## config.mk

```make
export PLATFORM = sky130hd
export DESIGN_NAME = forward_unit
export DESIGN_NICKNAME = d
export VERILOG_FILES = /design/src/logic/mips_pkg.sv /design/src/logic/forward_unit.sv
export SDC_FILE = /design/constraint.sdc
export NUM_CORES = 1
export LEC_CHECK = 0
export BUFFER_PORTS_ARGS = -buffer_cell sky130_fd_sc_hd__buf_2
export CAP_MARGIN = 20
export CORE_AREA = 3 3 40 42
export DETAILED_ROUTE_END_ITERATION = 12
export DIE_AREA = 0 0 43 45
export GPL_ROUTABILITY_DRIVEN = 1
export GPL_TIMING_DRIVEN = 0
export PLACE_DENSITY = 0.56
export SLEW_MARGIN = 20
export SYNTH_ARGS = -nofsm -noshare
export SYNTH_HDL_FRONTEND = slang
export SYNTH_SLANG_ARGS = --single-unit
```

## constraint.sdc

```tcl
create_clock -name vclk -period 1.4
set_input_delay 0.07 -clock vclk [all_inputs]
set_output_delay 0.07 -clock vclk [all_outputs]
set_load 0.02 [all_outputs]
```

## src/logic/mips_pkg.sv

```systemverilog
/*
 * Shared widths, opcodes and control types for the five-stage core.
 * Only add, sub, and, or, slt, addi, lw and sw are decoded.
 */
package mips_pkg;

    localparam int xlen       = 32;
    localparam int reg_addr_w = 5;
    localparam int dmem_words = 256;
    localparam int dmem_idx_w = $clog2(dmem_words);

    typedef logic [xlen-1:0]       word_t;
    typedef logic [reg_addr_w-1:0] reg_addr_t;

    // primary opcode field, instr[31:26]
    typedef enum logic [5:0] {
        op_rtype = 6'h00,
        op_addi  = 6'h08,
        op_lw    = 6'h23,
        op_sw    = 6'h2b
    } opcode_t;

    // funct field of R-type, instr[5:0]
    localparam logic [5:0] funct_add = 6'h20;
    localparam logic [5:0] funct_sub = 6'h22;
    localparam logic [5:0] funct_and = 6'h24;
    localparam logic [5:0] funct_or  = 6'h25;
    localparam logic [5:0] funct_slt = 6'h2a;

    typedef enum logic [2:0] {
        alu_add = 3'd0,
        alu_sub = 3'd1,
        alu_and = 3'd2,
        alu_or  = 3'd3,
        alu_slt = 3'd4
    } alu_op_t;

    // all-zero word is a no-op
    typedef struct packed {
        logic reg_write;
        logic reg_dst_rd;   // rd for R-type, rt otherwise
        logic alu_src_imm;
        logic mem_read;
        logic mem_write;
        logic mem_to_reg;
    } ctrl_t;

    typedef enum logic [1:0] {
        fwd_none = 2'd0,
        fwd_mem  = 2'd1,
        fwd_wb   = 2'd2
    } fwd_sel_t;

endpackage

```

## src/logic/forward_unit.sv

```systemverilog
/*
 * Operand bypass select. Memory stage wins over writeback; r0 never forwards.
 */
`timescale 1ns/1ns

module forward_unit (
    input  mips_pkg::reg_addr_t ex_rs,
    input  mips_pkg::reg_addr_t ex_rt,
    input  logic                mem_reg_write,
    input  mips_pkg::reg_addr_t mem_dest,
    input  logic                wb_en,
    input  mips_pkg::reg_addr_t wb_reg,
    output mips_pkg::fwd_sel_t  fwd_a,
    output mips_pkg::fwd_sel_t  fwd_b
);
    import mips_pkg::*;

    logic mem_ok;
    logic wb_ok;

    // producer must write a real register
    assign mem_ok = mem_reg_write && (mem_dest != '0);
    assign wb_ok  = wb_en && (wb_reg != '0);

    function automatic fwd_sel_t pick(input reg_addr_t src);
        if (mem_ok && mem_dest == src)
            return fwd_mem;
        else if (wb_ok && wb_reg == src)
            return fwd_wb;
        else
            return fwd_none;
    endfunction

    always_comb
    begin
        fwd_a = pick(ex_rs);
        fwd_b = pick(ex_rt);
    end

endmodule

```

After elaboration in Yosys (flattened, before gate mapping)
Cells that the tools add are included.
{"block": "word_totals", "regBits": 0, "inputBits": 22}
{"block": "op_classes", "eq_ne": 4, "muxes": 4, "n_reduce_logical": 8}
{"operator": "5-bit equality test", "count": 4}
{"operator": "5-bit nonzero test", "count": 2}
{"operator": "2-bit two-way mux", "count": 4}
{"operator": "1-bit logical AND", "count": 6}

Logic depth before layout (Yosys ltp)
{"block": "logic_depth", "word_depth": 5, "ltp_mapped": 4, "ltp_nobuf": 4}

Worst setup path after synthesis
No wires, ideal clock.
{"block": "synth_path", "path_type": "input port to output port", "start": "input mem_dest[1]", "end": "output fwd_a[1]", "arrival_ns": 1.622, "slack_ns": -0.292, "path_stages": 4, "path_cell_list": "or4_1 > o21ai_2 > nor4_1 > nor4_1"}
{"block": "synth_via", "elab_chain_len": 4}
{"item": "from (decl)", "line_no": "forward_unit.sv:10", "source": "input mips_pkg::reg_addr_t mem_dest,"}
{"item": "5-bit nonzero test", "line_no": "forward_unit.sv:22", "source": "assign mem_ok = mem_reg_write && (mem_dest != '0);"}
{"item": "1-bit logical AND", "line_no": "forward_unit.sv:22"}
{"item": "1-bit logical AND (*)", "line_no": "forward_unit.sv:26", "source": "if (mem_ok && mem_dest == src)"}
{"item": "2-bit two-way mux (*)", "line_no": "forward_unit.sv:26"}
{"item": "to (decl)", "line_no": "forward_unit.sv:13", "source": "output mips_pkg::fwd_sel_t fwd_a,"}
Every way passes the cells marked *; elsewhere a longest branch is shown, timed or not.

Worst setup path after layout
{"block": "layout_path", "start": "input mem_dest[1]", "end": "output fwd_b[1]"}
{"block": "layout_via", "elab_chain_len": 4}
{"item": "5-bit nonzero test", "line_no": "forward_unit.sv:22"}
{"item": "1-bit logical AND", "line_no": "forward_unit.sv:22"}
{"item": "1-bit logical AND (*)", "line_no": "forward_unit.sv:26"}
{"item": "2-bit two-way mux (*)", "line_no": "forward_unit.sv:26"}
{"item": "to (decl)", "line_no": "forward_unit.sv:14", "source": "output mips_pkg::fwd_sel_t fwd_b"}
Marks and branches as above.

==> results_dict.tcl <==
set metrics [dict create \
    synthAdderAreaFrac_pct 0 \
    worstSetupPathDepth 6 \
    seq_cells 0 \
    drtPass1Iterations 1 \
    slew_violations 0 \
    cp_slowest_cell "or4_4" \
    syn-num-nets 56 \
    min_path_cells 4 \
    avgSynthCellArea_um2 7.581 \
    worstSetupPathType "input port to output port" \
    synthTopCellsByArea "xnor2_1, xor2_1, nor4_1" \
    synth_top_family_by_area "XOR/XNOR gates" \
    arrival_ns 1.38 \
    num_rows 13 \
    cp_top_family "simple AND/OR/NAND/NOR gates" \
    p_leak_nw 0.1965 \
    die_h_um 45 \
    pre_cts_ws_ns -0.05991 \
    synthSimpleGateAreaFrac_pct 28.64 \
    max-vdd-ir-drop_v 0.0001101 \
    final_util_pct 37.78 \
    routed_wl_um 850 \
    grt_max_degree 4 \
    post-place-cells 75 \
    cp-end-kind "output port" \
    die_w_um 43 \
    first_global_vias 330 \
    power_frac_clock_pct 0 \
    critPathMaxFanout 2 \
    status "finished with violations" \
    antenna_left 0 \
    yosys.area.top_type "xnor2_1" \
    power.total_mw 0.1421 \
    seqPwrFrac_pct 0 \
    setup_slack_ns -0.04836 \
    grt_pass1_wl_um 1311 \
    finalCritPeriodShare_pct 103.5 \
    synthMuxAreaShare_pct 0 \
    yosysUniqueCellTypes 9 \
    yosysSeqAreaShare_pct 0 \
    worst_slew_pin_slew_ns 0.2988 \
    hold_viol_final 0 \
    synth_xor_area_share_pct 67.96 \
    die-area_mm2 0.001935 \
    via_per_inst 4.455 \
    hpwl_um 761.9 \
    cp_slowest_stage_delay_ns 0.53 \
    grt_use_total_pct 8.375 \
    rsz0062_at_grt "true" \
    finalCriticalPeriod_ns 1.448 \
    final_nets 86 \
    grt_overflow_total 0 \
    pwr-share-comb_pct 100.0 \
    cp-start-kind "input port" \
    place.port_buffers 26 \
    gp_congestion 0.7309 \
    fin_setup_tns_ns -0.09624 \
    antenna_cells 0 \
    fill_cells 147 \
    holdPathEnd "fwd_b[1]" \
    crit_top_cell "nor4_2" \
    dpl_cell_area_um2 419.2 \
    power.internal_mw 0.07442 \
    power_density_mw_per_mm2 292.8 \
    synth_common_cells "xnor2_1, nor4_1, xor2_1" \
    routed-via-count 343 \
    synthCells 34 \
    clock.fmax_ghz 0.6904 \
    final_cell_area_um2 485.5 \
    yosys_warnings 0 \
    area.growth.synth_to_final_pct 88.35 \
    min_from "wb_en" \
    yosysMostFrequentCell "xnor2_1" \
    path_cells "buf_8 > or4_4 > o21ai_4 > nor4_2 > nor4_2 > buf_2" \
    netSwitchingFraction_pct 47.64 \
    multi_input_area_um2 302.8 \
    start_util_pct 20.06 \
    cp.required_ns 1.33 \
    max_slew_margin_pct 79.91 \
    drt-initial-drc-count 0 \
    netlist_area_um2 257.7 \
    synth_top_cell_area_share_pct 54.37 \
    core_mm2 0.001285 \
    violations "setup timing" \
    setup_viol 2 \
    hold_ws_ns 0.5176 \
    maxCapViolations 0 \
    hp-class "input port to output port" \
    post_drt_wl_per_cell_um 11.04 \
    regArea_um2 0 \
    instances_no_fill 77 \
    nClkBuffers 0 \
    post-route-drc-count 0 \
    power.switching_mw 0.06771 \
    io_pins 26 \
    cp.buffers_inverters 2 \
    antenna_found_initial 0 \
    synth_compound_area_share_pct 3.398 \
    drive_gt1_share_pct 54.84 \
]
cells in the final DEF (no fill, tap or decap), types with 2 or more instances in the layout:
| master | count |
|---|---|
| buf_2 | 23 |
| buf_4 | 3 |
| nand2_1 | 2 |
| nand3_1 | 2 |
| nand4_1 | 2 |
| nor4_2 | 3 |
| xnor2_1 | 16 |
| xor2_1 | 4 |
tightest hold or removal path, delay by kind of cell:
kind	cells	cell delay [ns]
and+or+nand+nor	2	0.12
buffers and inverters	2	0.26
power by group through the flow:
stage          Sequential, mW  Combinational (mW)  Clock, mW
2_1_floorplan               0              0.0630          0
3_5_place_dp                0               0.123          0
5_1_grt                     0               0.154          0
6_report                    0               0.142          0
4_1_cts                     0               0.141          0
3_3_place_gp                0               0.122          0
repair_timing:
action | CTS | global route
pin swaps | 2 | 0
hold buffers | 0 | 0
resized for setup | 9 | 2
buffers inserted | 2 | 0
setup endpoints to repair | 2 | 2
routing by layer:
| layer | vias to the layer above | GRT usage [%] | routed length, µm |
|---|---|---|---|
| li1 | 179 | - | - |
| met1 | 149 | 10.71 | 341 |
| met2 | 15 | 15.27 | 408 |
| met3 | 0 | 1.992 | 100 |
| met4 | 0 | 0 | 0 |
| met5 | - | 0 | 0 |
how the worst max path moves through the flow:
stage                start  endpoint  slack [ns]
3_3_place_gp   mem_dest[1]  fwd_b[1]       -0.08
5_1_grt        mem_dest[1]  fwd_b[1]       -0.14
3_5_place_dp   mem_dest[1]  fwd_b[1]       -0.06
2_1_floorplan  mem_dest[1]  fwd_a[1]       -0.03
4_1_cts        mem_dest[1]  fwd_b[1]       -0.06
6_report       mem_dest[1]  fwd_b[1]       -0.05
final cells by class:
type                            count  share of cell area [%]
Multi-Input combinational cell     34                   62.37
Tap cell                           15                   3.866
Timing Repair Buffer               28                   33.76
logic make-up after synthesis:
family / after synthesis
AND/OR/NAND/NOR: 13
XOR/XNOR: 20
AO/OA/AOI/OAI: 1
Power figures use the tool's default switching activity.
