File: src/logic/mips_pkg.sv
/*
 * Shared widths, opcodes and control types for the five-stage core.
 * Only add, sub, and, or, slt, addi, lw and sw are decoded.
 */
package mips_pkg;

    localparam int xlen       = 32;
    localparam int reg_addr_w = 5;
    localparam int dmem_words = 256;
    localparam int dmem_idx_w = $clog2(dmem_words);

    typedef logic [xlen-1:0]       word_t;
    typedef logic [reg_addr_w-1:0] reg_addr_t;

    // primary opcode field, instr[31:26]
    typedef enum logic [5:0] {
        op_rtype = 6'h00,
        op_addi  = 6'h08,
        op_lw    = 6'h23,
        op_sw    = 6'h2b
    } opcode_t;

    // funct field of R-type, instr[5:0]
    localparam logic [5:0] funct_add = 6'h20;
    localparam logic [5:0] funct_sub = 6'h22;
    localparam logic [5:0] funct_and = 6'h24;
    localparam logic [5:0] funct_or  = 6'h25;
    localparam logic [5:0] funct_slt = 6'h2a;

    typedef enum logic [2:0] {
        alu_add = 3'd0,
        alu_sub = 3'd1,
        alu_and = 3'd2,
        alu_or  = 3'd3,
        alu_slt = 3'd4
    } alu_op_t;

    // all-zero word is a no-op
    typedef struct packed {
        logic reg_write;
        logic reg_dst_rd;   // rd for R-type, rt otherwise
        logic alu_src_imm;
        logic mem_read;
        logic mem_write;
        logic mem_to_reg;
    } ctrl_t;

    typedef enum logic [1:0] {
        fwd_none = 2'd0,
        fwd_mem  = 2'd1,
        fwd_wb   = 2'd2
    } fwd_sel_t;

endpackage

File: src/logic/execute_stage.sv
/*
 * ID/EX register, operand bypass and ALU. A load in the memory stage
 * forwards its address, not its data, so consumers must wait one slot.
 */
`timescale 1ns/1ns

module execute_stage (
    input  logic                SYS_clk,
    input  logic                SYS_reset,
    input  mips_pkg::ctrl_t     d_ctrl,
    input  mips_pkg::word_t     d_rs_val,
    input  mips_pkg::word_t     d_rt_val,
    input  mips_pkg::word_t     d_imm,
    input  mips_pkg::reg_addr_t d_rs,
    input  mips_pkg::reg_addr_t d_rt,
    input  mips_pkg::reg_addr_t d_dest,
    input  logic [5:0]          d_funct,
    input  mips_pkg::fwd_sel_t  fwd_a,
    input  mips_pkg::fwd_sel_t  fwd_b,
    input  mips_pkg::word_t     mem_alu,
    input  mips_pkg::word_t     wb_data,
    output mips_pkg::reg_addr_t ex_rs,
    output mips_pkg::reg_addr_t ex_rt,
    output mips_pkg::ctrl_t     ex_ctrl,
    output mips_pkg::word_t     ex_alu,
    output mips_pkg::word_t     ex_store,
    output mips_pkg::reg_addr_t ex_dest
);
    import mips_pkg::*;

    word_t      idex_rs_val, idex_rt_val, idex_imm;
    logic [5:0] idex_funct;
    word_t      op_a, op_b;
    alu_op_t    alu_op;

    always_ff @(posedge SYS_clk)
    begin
        if (SYS_reset)
        begin
            ex_ctrl <= '0;
            ex_rs   <= '0;
            ex_rt   <= '0;
            ex_dest <= '0;
        end
        else
        begin
            ex_ctrl <= d_ctrl;
            ex_rs   <= d_rs;
            ex_rt   <= d_rt;
            ex_dest <= d_dest;
        end
        idex_rs_val <= d_rs_val;
        idex_rt_val <= d_rt_val;
        idex_imm    <= d_imm;
        idex_funct  <= d_funct;
    end

    assign op_a = (fwd_a == fwd_mem) ? mem_alu :
                  (fwd_a == fwd_wb)  ? wb_data : idex_rs_val;

    assign ex_store = (fwd_b == fwd_mem) ? mem_alu :
                      (fwd_b == fwd_wb)  ? wb_data : idex_rt_val;   // forwarded rt

    assign op_b = ex_ctrl.alu_src_imm ? idex_imm : ex_store;

    always_comb
    begin
        alu_op = alu_add;   // addi, lw, sw compute an address or sum
        if (ex_ctrl.reg_dst_rd)
        begin
            case (idex_funct)
                funct_sub: alu_op = alu_sub;
                funct_and: alu_op = alu_and;
                funct_or:  alu_op = alu_or;
                funct_slt: alu_op = alu_slt;
                default:   alu_op = alu_add;
            endcase
        end
    end

    always_comb
    begin
        case (alu_op)
            alu_sub: ex_alu = op_a - op_b;
            alu_and: ex_alu = op_a & op_b;
            alu_or:  ex_alu = op_a | op_b;
            alu_slt: ex_alu = ($signed(op_a) < $signed(op_b)) ? word_t'(1) : '0;
            default: ex_alu = op_a + op_b;
        endcase
    end

    // load-use on rs right behind a lw is not handled by the pipeline
    a_no_load_fwd: assert property (@(posedge SYS_clk) disable iff (SYS_reset)
        ex_ctrl.mem_read |=> fwd_a != fwd_mem);

endmodule

File: config.mk
export PLATFORM = sky130hd
export DESIGN_NAME = execute_stage
export DESIGN_NICKNAME = d
export VERILOG_FILES = /design/src/logic/mips_pkg.sv /design/src/logic/execute_stage.sv
export SDC_FILE = /design/constraint.sdc
export NUM_CORES = 1
export LEC_CHECK = 0
export ABC_AREA = 1
export BUFFER_PORTS_ARGS = -buffer_cell sky130_fd_sc_hd__buf_2
export CORE_MARGIN = 1.5
export CORE_UTILIZATION = 55
export DETAILED_ROUTE_END_ITERATION = 16
export PLACE_DENSITY = 0.84
export SYNTH_ARGS = -nofsm -noshare
export SYNTH_HDL_FRONTEND = slang
export SYNTH_SLANG_ARGS = --single-unit
File: constraint.sdc
create_clock -name SYS_clk -period 5.47 [get_ports SYS_clk]
set_input_delay 1.3675 -clock SYS_clk [delete_from_list [all_inputs] [get_ports SYS_clk]]
set_output_delay 1.3675 -clock SYS_clk [all_outputs]
set_load 0.05 [all_outputs]
==> impl_metrics.py, run 1 <==
metrics = {
    "clocking": {
        "htree_levels": 4,
        "cts_buffers": 17,
        "cts_root_buf": "clkbuf_16",
        "holdBufCountCts": 0,
        "clock-sinks": 123,
        "cts_buffer_depth": 2,
    },
    "grt": {
        "grt-ovfl-total": 68,
        "grt_max_degree": 34,
        "grt_pass1_wl_um": 119300,
        "track_usage": 0.8021,
        "grt_pass1_vias": 18850,
    },
    "synthesis": {
        "syn-num-nets": 2065,
        "netlist_area_mm2": 0.01046,
        "ys_ff_latch": 123,
        "synthXorXnorAreaFrac": 0.005864,
        "synth_top_family_by_area": "simple AND/OR/NAND/NOR gates",
        "synth_compound_area_frac": 0.1282,
        "synth_fa_ha_area_frac": 0.1187,
        "synthSimpleGateAreaFrac": 0.3727,
        "yosysSeqAreaShare": 0.2355,
        "syn-instance-count": 1774,
        "muxShareOfSynthArea": 0,
        "synth.distinct_cells": 36,
        "ys_warn_count": 0,
        "synth.avg_cell_area_um2": 5.893,
    },
    "outcome": {
        "status": "did not finish",
        "stop_stage": "5_1_grt",
        "error": "[ERROR GRT-0116] Global routing finished with congestion. Check the congestion regions in the DRC Viewer.",
    },
    "placed_design": {
        "place_ws_ns": -0.4084,
        "placed_area_mm2": 0.01502,
        "place_inst": 2524,
        "port_buffers": 277,
        "dpl.hpwl_um": 38620,
        "gp_congestion": 1.045,
    },
    "floorplanning": {
        "die-width_um": 140.9,
        "die_h_um": 140.9,
        "rows": 50,
        "initial_utilization": 0.5608,
        "io-pin-count": 278,
    },
}
layer usage:
layer | overflow | GRT usage
met1 | 0 | 0.8035
met2 | 24 | 0.9528
met3 | 1 | 0.6539
met4 | 43 | 0.8098
met5 | 0 | 0.3860
repair_timing:
action                                  4_1_cts
resized for setup                           303
setup buffers                                25
cloned                                        2
pin swaps                                    64
endpoints found under the setup margin       29
cells in the mapped netlist:
| cell type | n | area (um2) |
|---|---|---|
| and2_1 | 6 | 37.54 |
| o211ai_1 | 1 | 7.510 |
| buf_1 | 2 | 7.510 |
| nand2_1 | 557 | 2091 |
| o21ai_1 | 8 | 40.04 |
| nand3_1 | 138 | 690.7 |
| or2_2 | 21 | 131.4 |
| nor2_4 | 3 | 33.78 |
| xor2_1 | 7 | 61.31 |
| a21oi_2 | 2 | 17.52 |
| a21o_1 | 1 | 7.510 |
| nor2_1 | 153 | 574.3 |
| nand3b_1 | 4 | 30.03 |
| clkinv_1 | 1 | 3.750 |
| nand4_1 | 17 | 106.4 |
| o2111ai_1 | 7 | 61.31 |
| inv_4 | 1 | 6.260 |
| buf_4 | 3 | 22.52 |
| clkbuf_1 | 30 | 112.6 |
| inv_2 | 8 | 30.03 |
| nand3_2 | 3 | 30.03 |
| inv_1 | 315 | 1182 |
| ha_1 | 96 | 1201 |
| fa_1 | 2 | 40.04 |
| nor3_2 | 3 | 30.03 |
| o21ai_0 | 86 | 430.4 |
| nor3_1 | 17 | 85.08 |
| nor2_2 | 5 | 31.28 |
| o21bai_1 | 18 | 135.1 |
| a31oi_1 | 34 | 212.7 |
| a21oi_1 | 68 | 340.3 |
| buf_2 | 15 | 75.07 |
| o22ai_1 | 14 | 87.58 |
| clkbuf_8 | 1 | 13.76 |
| dfxtp_1 | 123 | 2462 |
| nand2_2 | 4 | 25.02 |
logic make-up after synthesis:
kind of cell,Yosys count
simple gates,931
buf+inv,376
compound gates,239
flops,123
fa+ha+maj,98
xor+xnor,7
per-stage QoR:
step | utilization | hold slack [ns] | setup TNS (ns)
after floorplan | - | 1.395 | 0
after global placement | 0.8055 | 1.470 | -4.170
after detailed placement | 0.8055 | 1.471 | -7.288
after CTS | 0.9093 | 1.030 | -0.1217
==> run 2, diff against run 1 <==
--- a/config.mk
+++ b/config.mk
@@ -8,9 +8,9 @@
 export ABC_AREA = 1
 export BUFFER_PORTS_ARGS = -buffer_cell sky130_fd_sc_hd__buf_2
 export CORE_MARGIN = 1.5
-export CORE_UTILIZATION = 55
+export CORE_UTILIZATION = 40
 export DETAILED_ROUTE_END_ITERATION = 16
-export PLACE_DENSITY = 0.84
+export PLACE_DENSITY_LB_ADDON = 0.15
 export SYNTH_ARGS = -nofsm -noshare
 export SYNTH_HDL_FRONTEND = slang
 export SYNTH_SLANG_ARGS = --single-unit
==> run 2 against run 1 <==
Compared with the run above: the flow now finishes, with violations (negative setup slack); synthesized cell count stayed put; synthesized area stayed put.
==> impl_metrics.py, run 2 <==
metrics = {
    "floorplanning": {
        "die_h_um": 164.7,
        "io-pin-count": 278,
        "die-width_um": 164.7,
        "rows": 58,
        "dieArea_mm2": 0.02712,
        "initial_utilization": 0.4116,
        "core_mm2": 0.02540,
    },
    "synthesis": {
        "synth.distinct_cells": 36,
        "netlist_area_mm2": 0.01046,
        "synth_ff_type": "dfxtp_1",
        "syn-instance-count": 1774,
        "synth_commonest_cells": "nand2_1, inv_1, nor2_1",
        "synth_top_area_frac": 0.2355,
        "ys_top_cells_by_area": "dfxtp_1, nand2_1, ha_1",
        "synth-async-reset-ratio": 0,
        "syn-num-nets": 2065,
        "yosysSeqAreaShare": 0.2355,
        "synth_largest_area_cell": "dfxtp_1",
        "synth_most_common_cell": "nand2_1",
        "ys_ff_latch": 123,
        "synth_edf_count": 0,
        "synth.avg_cell_area_um2": 5.893,
        "ys_warn_count": 0,
    },
    "min_path": {
        "hold_path_class": "in2reg",
    },
    "worst_setup_path": {
        "crit_path_start_kind": "input port",
        "path_class": "in2out",
        "worstPathRequired_ns": 4.10,
        "worstPathArrival_ns": 4.20,
        "end_kind": "output pin",
        "path_max_fanout": 8,
    },
    "timing": {
        "slew_headroom": 0.5406,
        "max_slew.worst_pin.slew_ns": 0.6881,
        "max_clock_freq_mhz": 179.5,
        "hold_violations": 0,
        "slew_violations": 0,
        "timing.final.ws_setup_ns": -0.09971,
        "rsz0062_at_grt": "yes",
        "setup_viol": 19,
        "min_period_ns": 5.570,
        "finalCritPeriodShare": 1.018,
    },
    "clocking": {
        "cts_buffers": 17,
        "htree_levels": 4,
        "clkTransAtPathRegs_ns": 0.06,
        "cts_buffer_depth": 2,
        "clock-sinks": 123,
        "cts_root_buf": "clkbuf_16",
        "cts_tree": "done",
    },
    "placed_design": {
        "dpl.hpwl_um": 38460,
        "place_ws_ns": -0.3527,
        "gp_congestion": 1.002,
        "placed_area_mm2": 0.01542,
        "port_buffers": 277,
    },
    "final_layout": {
        "final_common_cell": "nand2_1",
        "layout-drive-gt1-share": 0.4633,
        "final_area_mm2": 0.01822,
        "area_delta_synth_final_pct": 74.27,
        "seq_area_mm2": 0.002462,
        "layout_common_cells": "nand2_1, buf_4, inv_1",
        "multi_input_area_mm2": 0.008752,
        "largest_registers": "idex_imm x32, idex_rs_val x32, idex_rt_val x32",
        "utilization": 0.7173,
        "fillCellCount": 2099,
        "fin_nets": 2674,
    },
    "grt": {
        "antenna_found_initial": 7,
        "grt-ovfl-total": 0,
        "track_usage": 0.3449,
        "grt_pass1_vias": 13240,
        "grt_pass1_wl_um": 70830,
        "grt_max_degree": 33,
    },
    "route": {
        "wl_um": 49110,
        "wl_per_cell_um": 17.98,
        "top_layer": "met4",
        "drcViolationCount": 0,
        "routed-wl-met2_um": 23080,
        "vias_per_cell": 5.133,
        "met1_length_um": 20540,
        "detail-route-antenna-nets": 0,
        "vias": 14020,
        "dr.first_iter.drc_count": 1137,
        "routed-wl-met3_um": 3607,
        "dr.pass1.iters": 5,
    },
    "power": {
        "peakVddDrop_mv": 0.2756,
        "p_per_area_mw_per_mm2": 306.6,
        "p_leak_nw": 9.597,
    },
    "flow_run": {
        "maxCapViolations": 0,
    },
    "outcome": {
        "violations": "negative setup slack",
        "status": "finished, violations left",
    },
}
## run 2: cell counts after synthesis
Identical to the previous run, type by type.
## run 2: cell type report
class / count / area share
timing repair buffer: 641 / 0.2585
clock buffer: 18 / 0.02410
antenna: 6 / 0.0008241
sequential: 123 / 0.1351
tap: 330 / 0.02266
inverter: 325 / 0.06840
multi-input combinational: 1275 / 0.4804
clock inverter: 14 / 0.009957
## run 2: routing by layer
| layer | track usage | up-vias |
|---|---|---|
| li1 | - | 6763 |
| met1 | 0.4526 | 6457 |
| met2 | 0.5817 | 680 |
| met3 | 0.03692 | 122 |
| met4 | 0.1282 | 0 |
| met5 | 0 | - |
## run 2: cell families after synthesis
group | share of synthesized area
buffers and inverters | 0.1391
XOR/XNOR | 0.005864
AO/OA/AOI/OAI | 0.1282
flip-flops | 0.2355
AND/OR/NAND/NOR | 0.3727
adder cells (fa/ha/maj) | 0.1187
## run 2: worst max-delay path: stages
cell	delay (ns)
buf_8	0.11
nor2_4	0.17
buf_8	0.18
buf_8	0.14
buf_4	0.12
nand2_2	0.06
a31oi_4	0.23
o21ai_4	0.10
buf_6	0.14
ha_4	0.39
nand2_4	0.10
nor2_4	0.09
nand2_2	0.07
nand2_4	0.09
nand2_4	0.06
nand2_4	0.09
nand2_4	0.06
nand2_1	0.06
nand2_1	0.06
nand3_2	0.07
nand4_1	0.20
buf_12	0.23
## run 2: worst paths after layout
check   startpoint  depth (start not counted)             end  slack [ns]
max       fwd_b[0]                         22       ex_alu[0]        -0.1
min    d_rs_val[3]                          1  idex_rs_val[3]        1.05
## run 2: what timing repair did
| action | CTS | global route |
|---|---|---|
| cloned | 2 | 0 |
| gates resized for setup | 248 | 280 |
| pin swaps | 63 | 103 |
| setup endpoints to repair | 29 | 29 |
| hold buffers | 0 | 0 |
| setup buffers | 24 | 17 |
## run 2: power breakdown
| part | internal, W | leakage (nW) | switching, W |
|---|---|---|---|
| sequential | 0.000945 | 1.04 | 0.0000179 |
| clock | 0.000738 | 0.291 | 0.000446 |
| combinational | 0.00145 | 8.27 | 0.00199 |
| total | 0.00313 | 9.60 | 0.00245 |
## run 2: through the flow
step / cells / hold slack (ns) / TNS [ns] / total power (W)
after CTS: 2709 / 1.041 / -0.4571 / 0.005265
after global routing: 2731 / 1.043 / -3.703 / 0.005835
after global placement: 2651 / 1.471 / -5.904 / 0.003824
after detailed placement: 2651 / 1.471 / -7.050 / 0.003846
after floorplan: 1774 / 1.395 / 0 / 0.002501
final: 2732 / 1.051 / -1.112 / 0.005586
(Power assumes the default switching activity.)
