## config.mk

```make
export PLATFORM = sky130hd
export DESIGN_NAME = writeback_stage
export DESIGN_NICKNAME = d
export VERILOG_FILES = /design/src/logic/mips_pkg.sv /design/src/logic/writeback_stage.sv
export SDC_FILE = /design/constraint.sdc
export NUM_CORES = 1
export LEC_CHECK = 0
export BUFFER_PORTS_ARGS = -buffer_cell sky130_fd_sc_hd__buf_2
export CAP_MARGIN = 0
export CELL_PAD_IN_SITES_DETAIL_PLACEMENT = 1
export CELL_PAD_IN_SITES_GLOBAL_PLACEMENT = 1
export CORE_ASPECT_RATIO = 0.8
export CORE_MARGIN = 3
export CORE_UTILIZATION = 33
export CTS_BUF_LIST = sky130_fd_sc_hd__clkbuf_8
export DETAILED_ROUTE_END_ITERATION = 8
export GPL_TIMING_DRIVEN = 0
export PLACE_DENSITY_LB_ADDON = 0.1
export SLEW_MARGIN = 20
export SYNTH_ARGS = -nofsm -noshare
export SYNTH_HDL_FRONTEND = slang
export SYNTH_SLANG_ARGS = --single-unit
```

## constraint.sdc

```tcl
create_clock -name SYS_clk -period 1.3 [get_ports SYS_clk]
set_input_delay 0.26 -clock SYS_clk [delete_from_list [all_inputs] [get_ports SYS_clk]]
set_output_delay 0.26 -clock SYS_clk [all_outputs]
set_load 0.02 [all_outputs]
```

## src/logic/mips_pkg.sv

```systemverilog
/*
 * Shared widths, opcodes and control types for the five-stage core.
 * Only add, sub, and, or, slt, addi, lw and sw are decoded.
 */
package mips_pkg;

    localparam int xlen       = 32;
    localparam int reg_addr_w = 5;
    localparam int dmem_words = 256;
    localparam int dmem_idx_w = $clog2(dmem_words);

    typedef logic [xlen-1:0]       word_t;
    typedef logic [reg_addr_w-1:0] reg_addr_t;

    // primary opcode field, instr[31:26]
    typedef enum logic [5:0] {
        op_rtype = 6'h00,
        op_addi  = 6'h08,
        op_lw    = 6'h23,
        op_sw    = 6'h2b
    } opcode_t;

    // funct field of R-type, instr[5:0]
    localparam logic [5:0] funct_add = 6'h20;
    localparam logic [5:0] funct_sub = 6'h22;
    localparam logic [5:0] funct_and = 6'h24;
    localparam logic [5:0] funct_or  = 6'h25;
    localparam logic [5:0] funct_slt = 6'h2a;

    typedef enum logic [2:0] {
        alu_add = 3'd0,
        alu_sub = 3'd1,
        alu_and = 3'd2,
        alu_or  = 3'd3,
        alu_slt = 3'd4
    } alu_op_t;

    // all-zero word is a no-op
    typedef struct packed {
        logic reg_write;
        logic reg_dst_rd;   // rd for R-type, rt otherwise
        logic alu_src_imm;
        logic mem_read;
        logic mem_write;
        logic mem_to_reg;
    } ctrl_t;

    typedef enum logic [1:0] {
        fwd_none = 2'd0,
        fwd_mem  = 2'd1,
        fwd_wb   = 2'd2
    } fwd_sel_t;

endpackage

```

## src/logic/writeback_stage.sv

```systemverilog
/*
 * MEM/WB register and result select. Writes to r0 are suppressed here.
 */
`timescale 1ns/1ns

module writeback_stage (
    input  logic                SYS_clk,
    input  logic                SYS_reset,
    input  mips_pkg::ctrl_t     mem_ctrl,
    input  mips_pkg::word_t     mem_alu,
    input  mips_pkg::word_t     mem_rdata,
    input  mips_pkg::reg_addr_t mem_dest,
    output logic                wb_en,
    output mips_pkg::reg_addr_t wb_reg,
    output mips_pkg::word_t     wb_data
);
    import mips_pkg::*;

    ctrl_t wb_ctrl;
    word_t wb_alu, wb_rdata;

    always_ff @(posedge SYS_clk)
    begin
        if (SYS_reset)
        begin
            wb_ctrl <= '0;
            wb_reg  <= '0;
        end
        else
        begin
            wb_ctrl <= mem_ctrl;
            wb_reg  <= mem_dest;
        end
        wb_alu   <= mem_alu;
        wb_rdata <= mem_rdata;
    end

    assign wb_data = wb_ctrl.mem_to_reg ? wb_rdata : wb_alu;  // load or ALU
    assign wb_en   = wb_ctrl.reg_write && (wb_reg != '0);

endmodule

```

# Yosys cells after proc, flatten, opt, wreduce, memory -nomap -nowiden
# Cells that the tools add are included.
dict set report word_totals {
  reg_bits 71
  wordCells 8
}
dict set report op_classes {
  muxes 1
  n_reduce_logical 2
}
# operator count
set ops {}
lappend ops {{32-bit 2-to-1 mux} 1}
lappend ops {{5-bit nonzero test} 1}
lappend ops {{1-bit logical AND} 1}

# Depth between registers and ports, before layout
# Gate-level depths: netlist of the first run.
dict set report depth {
  ltp_word 2
  mapped_depth 3
  mapped_depth_nobuf 2
}

# Worst setup path before layout of the first run
# Ideal clock, no wire load.
dict set report synth_timing {
  path_type {flip-flop to output port}
  from {register wb_reg[0]}
  to {output wb_en}
  t_arrival_ps 1117
  path_slack_ps -77
  stages_incl_launch_ff 3
  n_path_buf 0
  path_cell_list {dfxtp_1 or4_1 o21a_1}
}
dict set report synth_via {
  elab_chain_cells 2
}
# item line_no
set synth_rtl {}
lappend synth_rtl {{start, declared} writeback_stage.sv:14} ;# output mips_pkg::reg_addr_t wb_reg,
lappend synth_rtl {{start signal, assigned} writeback_stage.sv:32} ;# wb_reg <= mem_dest;
lappend synth_rtl {{5-bit nonzero test} writeback_stage.sv:39} ;# assign wb_en = wb_ctrl.reg_write && (wb_reg != '0);
lappend synth_rtl {{1-bit logical AND} writeback_stage.sv:39}
lappend synth_rtl {{end, declared} writeback_stage.sv:13} ;# output logic wb_en,
# Every way passes these cells.

# Final worst setup path of the first run
dict set report layout_timing {
  from {register wb_reg[3]}
  to {output wb_en}
}
# Same word-level chain as after synthesis.

==> run_results.csv, run 1 <==
group,metric,value,unit
status,status,"finished, violations left",
status,violations,"setup timing",
critical_path,crit_family,"simple AND/OR/NAND/NOR gates",
logic_synthesis,syn_area_per_cell,16.1,µm²
place,gp_congestion,0.645,
cts,cts_buffer_depth,2,
grt,gr-total-overflow,0,
logic_synthesis,synth_most_common_cell,"dfxtp_1",
grt,grt.total_usage,0.149,
floorplanning,io_pins,115,
layout,fin_nets,340,
routing,ant_nets,0,
floorplanning,coreArea,0.00524,mm²
critical_path,cp_slowest_cell,"or4_1",
grt,first_global_vias,1494,
logic_synthesis,synthArstFlopShare,0,
logic_synthesis,ys_warn_count,0,
routing,wl_per_cell,16.6,µm
hold_path,worstHoldStart,"mem_alu[21]",
cts,clk_pin_slew,0.07,ns
routing,drc_errors,0,
routing,vias,1406,
timing,fin_crit,1.77,ns
floorplanning,die_x,90.1,µm
timing,rsz0062_at_grt,"yes",
routing,viasPerCell,4.10,
pwr,p_per_area,1420,mW/mm²
logic_synthesis,syn_inst,116,
hold_path,hold_class,"in2reg",
timing,worst_slew_pin_slew,0.130,ns
timing,layout_setup_ws,-0.470,ns
critical_path,critPathLaunchType,"flop",
critical_path,cp.required,1.04,ns
cts,clock_sinks,71,
hold_path,whs_path_depth,1,
job,cap_viol_max_count,0,
critical_path,path_class,"reg2out",
pwr,worst_ir_drop_vdd,0.885,mV
routing,drt_iter0_markers,24,
logic_synthesis,yosysTopAreaCell,"dfxtp_1",
critical_path,worstPathCellList,"or4_1, o21a_2, buf_6",
critical_path,cp_num_buf_inv,1,
floorplanning,fp.dieArea,0.00661,mm²
logic_synthesis,synth_seq_cells,71,
cts,htreeDepth,3,
grt,grt_max_degree,12,
timing,setup_viol,33,
timing,slew_headroom,0.913,
floorplanning,fp.dieH,73.3,µm
pwr,p_leak,0.00165,µW
layout,fillers,509,
timing,max_freq,565,MHz
layout,n_antenna_cell,0,
floorplanning,start_util,0.357,
critical_path,slowest_delay,0.52,ns
logic_synthesis,ys_seq_area_frac,0.761,
timing,final.period_utilization,1.36,
timing,finalMaxSlewViolations,0,
timing,fin_hold_ws,0.0284,ns
place,portBuffers,110,
cts,cts-root-buf,"clkbuf_8",
routing,dr.pass1.iters,3,
logic_synthesis,synth_fp_nets,193,
floorplanning,rows,23,
cts,cts_tree,"done",
logic_synthesis,yosysTopAreaCellShare,0.761,
cts,cts_buffers,9,
timing,finalHoldViolations,0,
timing,tns,-12.37,ns
routing,routed_wl,5.69,mm
layout,area_delta_synth_final,82.7,%
grt,antenna_found_initial,0,
logic_synthesis,synth_area,0.00187,mm²
grt,grt_pass1_wl,7.27,mm
hold_path,whs_endpoint,"wb_alu[21]",
logic_synthesis,synth_top_flop_cell,"dfxtp_1",
logic_synthesis,synth_common_cells,"71 x dfxtp_1, 30 x mux2_2, 7 x nor2b_1",
layout,layout-drive-gt1-share,0.627,
place,hpwl,3.38,mm
critical_path,cp_max_fo,2,
logic_synthesis,synth_cell_types,8,
critical_path,crit_arrival,1.51,ns
logic_synthesis,synth_top_cells_by_area,"dfxtp_1 76%, mux2_2 18%, nor2b_1 2.3%",
logic_synthesis,synth-edff-count,0,
critical_path,cp-end-kind,"output port",
per-stage QoR:
| stage | utilization | power [µW] | instance area, µm² | worst slack (ns) | cells |
|---|---|---|---|---|---|
| after floorplan | - | 2600 | 1870 | -0.0623 | 116 |
| after global placement | 0.480 | 2790 | 2520 | -0.145 | 301 |
| after detailed placement | 0.480 | 2820 | 2520 | -0.148 | 301 |
| after CTS | 0.550 | 4680 | 2880 | -0.493 | 318 |
| after global routing | 0.651 | 5070 | 3410 | -0.527 | 343 |
| final | 0.651 | 4840 | 3410 | -0.470 | 343 |
worst max path at each step:
stage / startpoint / end / cells past startpoint
final: wb_reg[3] / wb_en / 3
after global routing: wb_reg[3] / wb_en / 3
after CTS: wb_reg[3] / wb_en / 3
after detailed placement: wb_reg[0] / wb_en / 3
after global placement: wb_reg[0] / wb_en / 3
after floorplan: wb_reg[0] / wb_en / 2
report_power, final:
part	internal [µW]	switching, µW
clock network	1050	736
logic	441	279
registers	2290	39.3
total	3790	1050
cells by family after synthesis:
logic type | Yosys count | synth area share
DFF | 71 | 0.761
muxes | 32 | 0.193
and+or+nand+nor | 8 | 0.0275
buffers and inverters | 4 | 0.0147
AOI/OAI and AO/OA | 1 | 0.00402
routing by layer:
layer,up-vias,track usage,part of all wire
li1,680,-,-
met1,655,0.144,0.35
met2,67,0.276,0.57
met3,4,0.0839,0.073
met4,0,0.0407,0.0084
met5,-,0,0
cell usage in the layout (no fill, tap or decap):
| master | Yosys | layout |
|---|---|---|
| buf_8 | 0 | 1 |
| o21a_2 | 0 | 1 |
| clkbuf_16 | 0 | 3 |
| dfxtp_1 | 71 | 68 |
| clkbuf_8 | 0 | 9 |
| buf_12 | 0 | 2 |
| clkinv_2 | 0 | 2 |
| bufinv_16 | 0 | 2 |
| dfxtp_2 | 0 | 3 |
| dlygate4sd3_1 | 0 | 21 |
| buf_2 | 0 | 77 |
| mux2_4 | 0 | 32 |
| or4_1 | 1 | 1 |
| buf_16 | 0 | 1 |
| buf_6 | 0 | 35 |
| inv_1 | 0 | 3 |
| nor2b_1 | 7 | 7 |
layout make-up:
class                   count  area (µm²)  area share
clock buffers               9         124      0.0363
plain buffers               4        80.1      0.0235
clock inverters             7        81.3      0.0238
well taps                  75        93.8      0.0275
repair buffers            136        1070       0.313
flip-flops and latches     71        1430       0.418
multi-input cells          41         541       0.158
repair_timing:
item / 4_1_cts / 5_1_grt
hold buffers: 0 / 21
resized for setup: 36 / 77
setup buffers: 0 / 2
setup endpoints to repair: 33 / 33
gates cloned: 1 / 2
hold endpoints to repair: 0 / 21
pin swaps: 2 / 0
Note: power is estimated with default switching activity, not from simulation.
==> run 2: changes to the inputs <==
==> constraint.sdc (replaced) <==
create_clock -name SYS_clk -period 1.3 [get_ports SYS_clk]
set_input_delay 0.065 -clock SYS_clk [delete_from_list [all_inputs] [get_ports SYS_clk]]
set_output_delay 0.065 -clock SYS_clk [all_outputs]
set_load 0.02 [all_outputs]
==> run 2 against run 1 <==
Net effect: highest routed layer unchanged; the flow still finishes with violations (setup timing); global-route usage rose by 7.0 points; fmax is 2.1% higher; critical path depth stayed put; power increased by 4.9%; die area unchanged; sequential power about the same; first-iteration DRC count grew to 3.7 times the previous value.
==> run_results.csv, run 2 (synthesis gave the netlist of run 1 again) <==
group,metric,value,unit
place,postPlaceCellArea,0.00251,mm²
timing,final.period_utilization,1.33,
cts,clock_sinks,71,
grt,grt_pass1_wl,10.7,mm
grt,grt_max_degree,11,
critical_path,path_class,"reg2out",
layout,area_delta_synth_final,112,%
routing,vias,1954,
pwr,p_leak,0.00187,µW
pwr,worst_ir_drop_vdd,1.26,mV
place,hpwl,3.50,mm
cts,clk_pin_slew,0.08,ns
floorplanning,die_x,90.1,µm
timing,setup_viol,33,
layout,fin_nets,396,
status,violations,"setup timing",
critical_path,cp_max_fo,2,
hold_path,hold_class,"in2reg",
timing,finalHoldViolations,0,
grt,first_global_vias,2046,
timing,worst_slew_pin_slew,0.169,ns
layout,layout-drive-gt1-share,0.520,
hold_path,whs_path_depth,2,
grt,gr-total-overflow,0,
cts,cts-root-buf,"clkbuf_8",
timing,rsz0062_at_grt,"yes",
layout,final_cell_mix,"78 x dlygate4sd3_1, 77 x buf_2, 68 x dfxtp_1",
timing,finalMaxSlewViolations,0,
floorplanning,io_pins,115,
hold_path,worstHoldStart,"mem_rdata[21]",
critical_path,critPathLaunchType,"flop",
critical_path,cp-end-kind,"output port",
pwr,p_total,5080,µW
routing,ant_nets,0,
timing,fin_hold_ws,0.336,ns
critical_path,crit_arrival,1.67,ns
floorplanning,fp.dieH,73.3,µm
grt,grt.total_usage,0.219,
routing,dr.pass1.iters,4,
pwr,p_per_area,1280,mW/mm²
timing,slew_headroom,0.887,
cts,htreeDepth,3,
place,portBuffers,110,
job,cap_viol_max_count,0,
timing,layout_setup_ws,-0.434,ns
timing,fin_crit,1.73,ns
routing,wl_per_cell,32.5,µm
floorplanning,start_util,0.357,
status,status,"finished, violations left",
layout,layout_commonest_cell,"dlygate4sd3_1",
critical_path,cp.required,1.24,ns
place,gp_congestion,0.656,
cts,cts_buffer_depth,2,
floorplanning,rows,23,
hold_path,whs_endpoint,"wb_rdata[21]",
layout,final_area,0.00396,mm²
floorplanning,coreArea,0.00524,mm²
routing,drc_errors,0,
routing,viasPerCell,4.82,
cts,cts_tree,"done",
floorplanning,fp.dieArea,0.00661,mm²
cts,cts_buffers,9,
routing,routed_wl,13.2,mm
grt,antenna_found_initial,1,
timing,max_freq,577,MHz
routing,drt_iter0_markers,88,
run 2: changes by cell type in the layout (fill, tap and decap cells not counted):
cell,before,now
diode_2,0,9
clkinv_2,2,1
o21a_1,0,1
o21a_2,1,0
or4_1,1,0
clkbuf_8,9,12
or4_4,0,1
inv_1,3,0
buf_6,35,34
bufinv_16,2,0
dlygate4sd3_1,21,78
run 2: final cells by class:
type                    instances  area, µm²
clock buffers                  12        165
plain buffers                   4       80.1
flip-flops and latches         71       1430
well taps                      75       93.8
clock inverters                 1       5.00
repair buffers                192       1630
diodes                          9       22.5
multi-input cells              41        543
fillers                       486       1280
run 2: stage by stage:
step                setup WS, ns  std cells   util  setup TNS, ns
finish                    -0.434        405  0.756          -8.99
global route              -0.436        405  0.756          -9.67
CTS                       -0.292        394  0.700          -7.00
detailed placement        0.0517        301  0.480              0
global placement          0.0864        301  0.480              0
floorplan                  0.118        116      -              0
run 2: worst max-delay path, stage by stage, from the launching register on:
cell and delay, ns:
dfxtp_2 0.35, or4_4 0.57, o21a_1 0.24, buf_6 0.15
run 2: worst max path at each step:
stage,start,end,slack [ns],cells past startpoint
2_1_floorplan,wb_reg[0],wb_en,0.12,2
5_1_grt,wb_reg[0],wb_en,-0.44,3
4_1_cts,wb_reg[4],wb_en,-0.29,3
3_3_place_gp,wb_ctrl[0],wb_data[25],0.09,4
6_report,wb_reg[0],wb_en,-0.43,3
3_5_place_dp,wb_ctrl[0],wb_data[4],0.05,4
run 2: report_power, final:
group,total (µW),internal [µW],leakage (µW),switching (µW)
logic,981,558,0.00118,423
registers,2360,2290,0.000599,71.1
clock network,1730,817,0.0000902,918
total,5080,3670,0.00187,1410
run 2: repair_timing:
action / CTS / global route
setup buffers: 1 / 0
endpoints found under the setup margin: 33 / 33
hold buffers: 78 / 0
gates cloned: 1 / 2
resized for setup: 48 / 68
endpoints found under the hold margin: 71 / 0
pin swaps: 2 / 2
run 2: routing by layer:
metal,routed length [µm],vias up,global-route usage
met1,4620,934,0.199
met3,1050,65,0.0696
met5,0,-,0
met2,6400,158,0.450
li1,-,797,-
met4,1090,0,0.0968
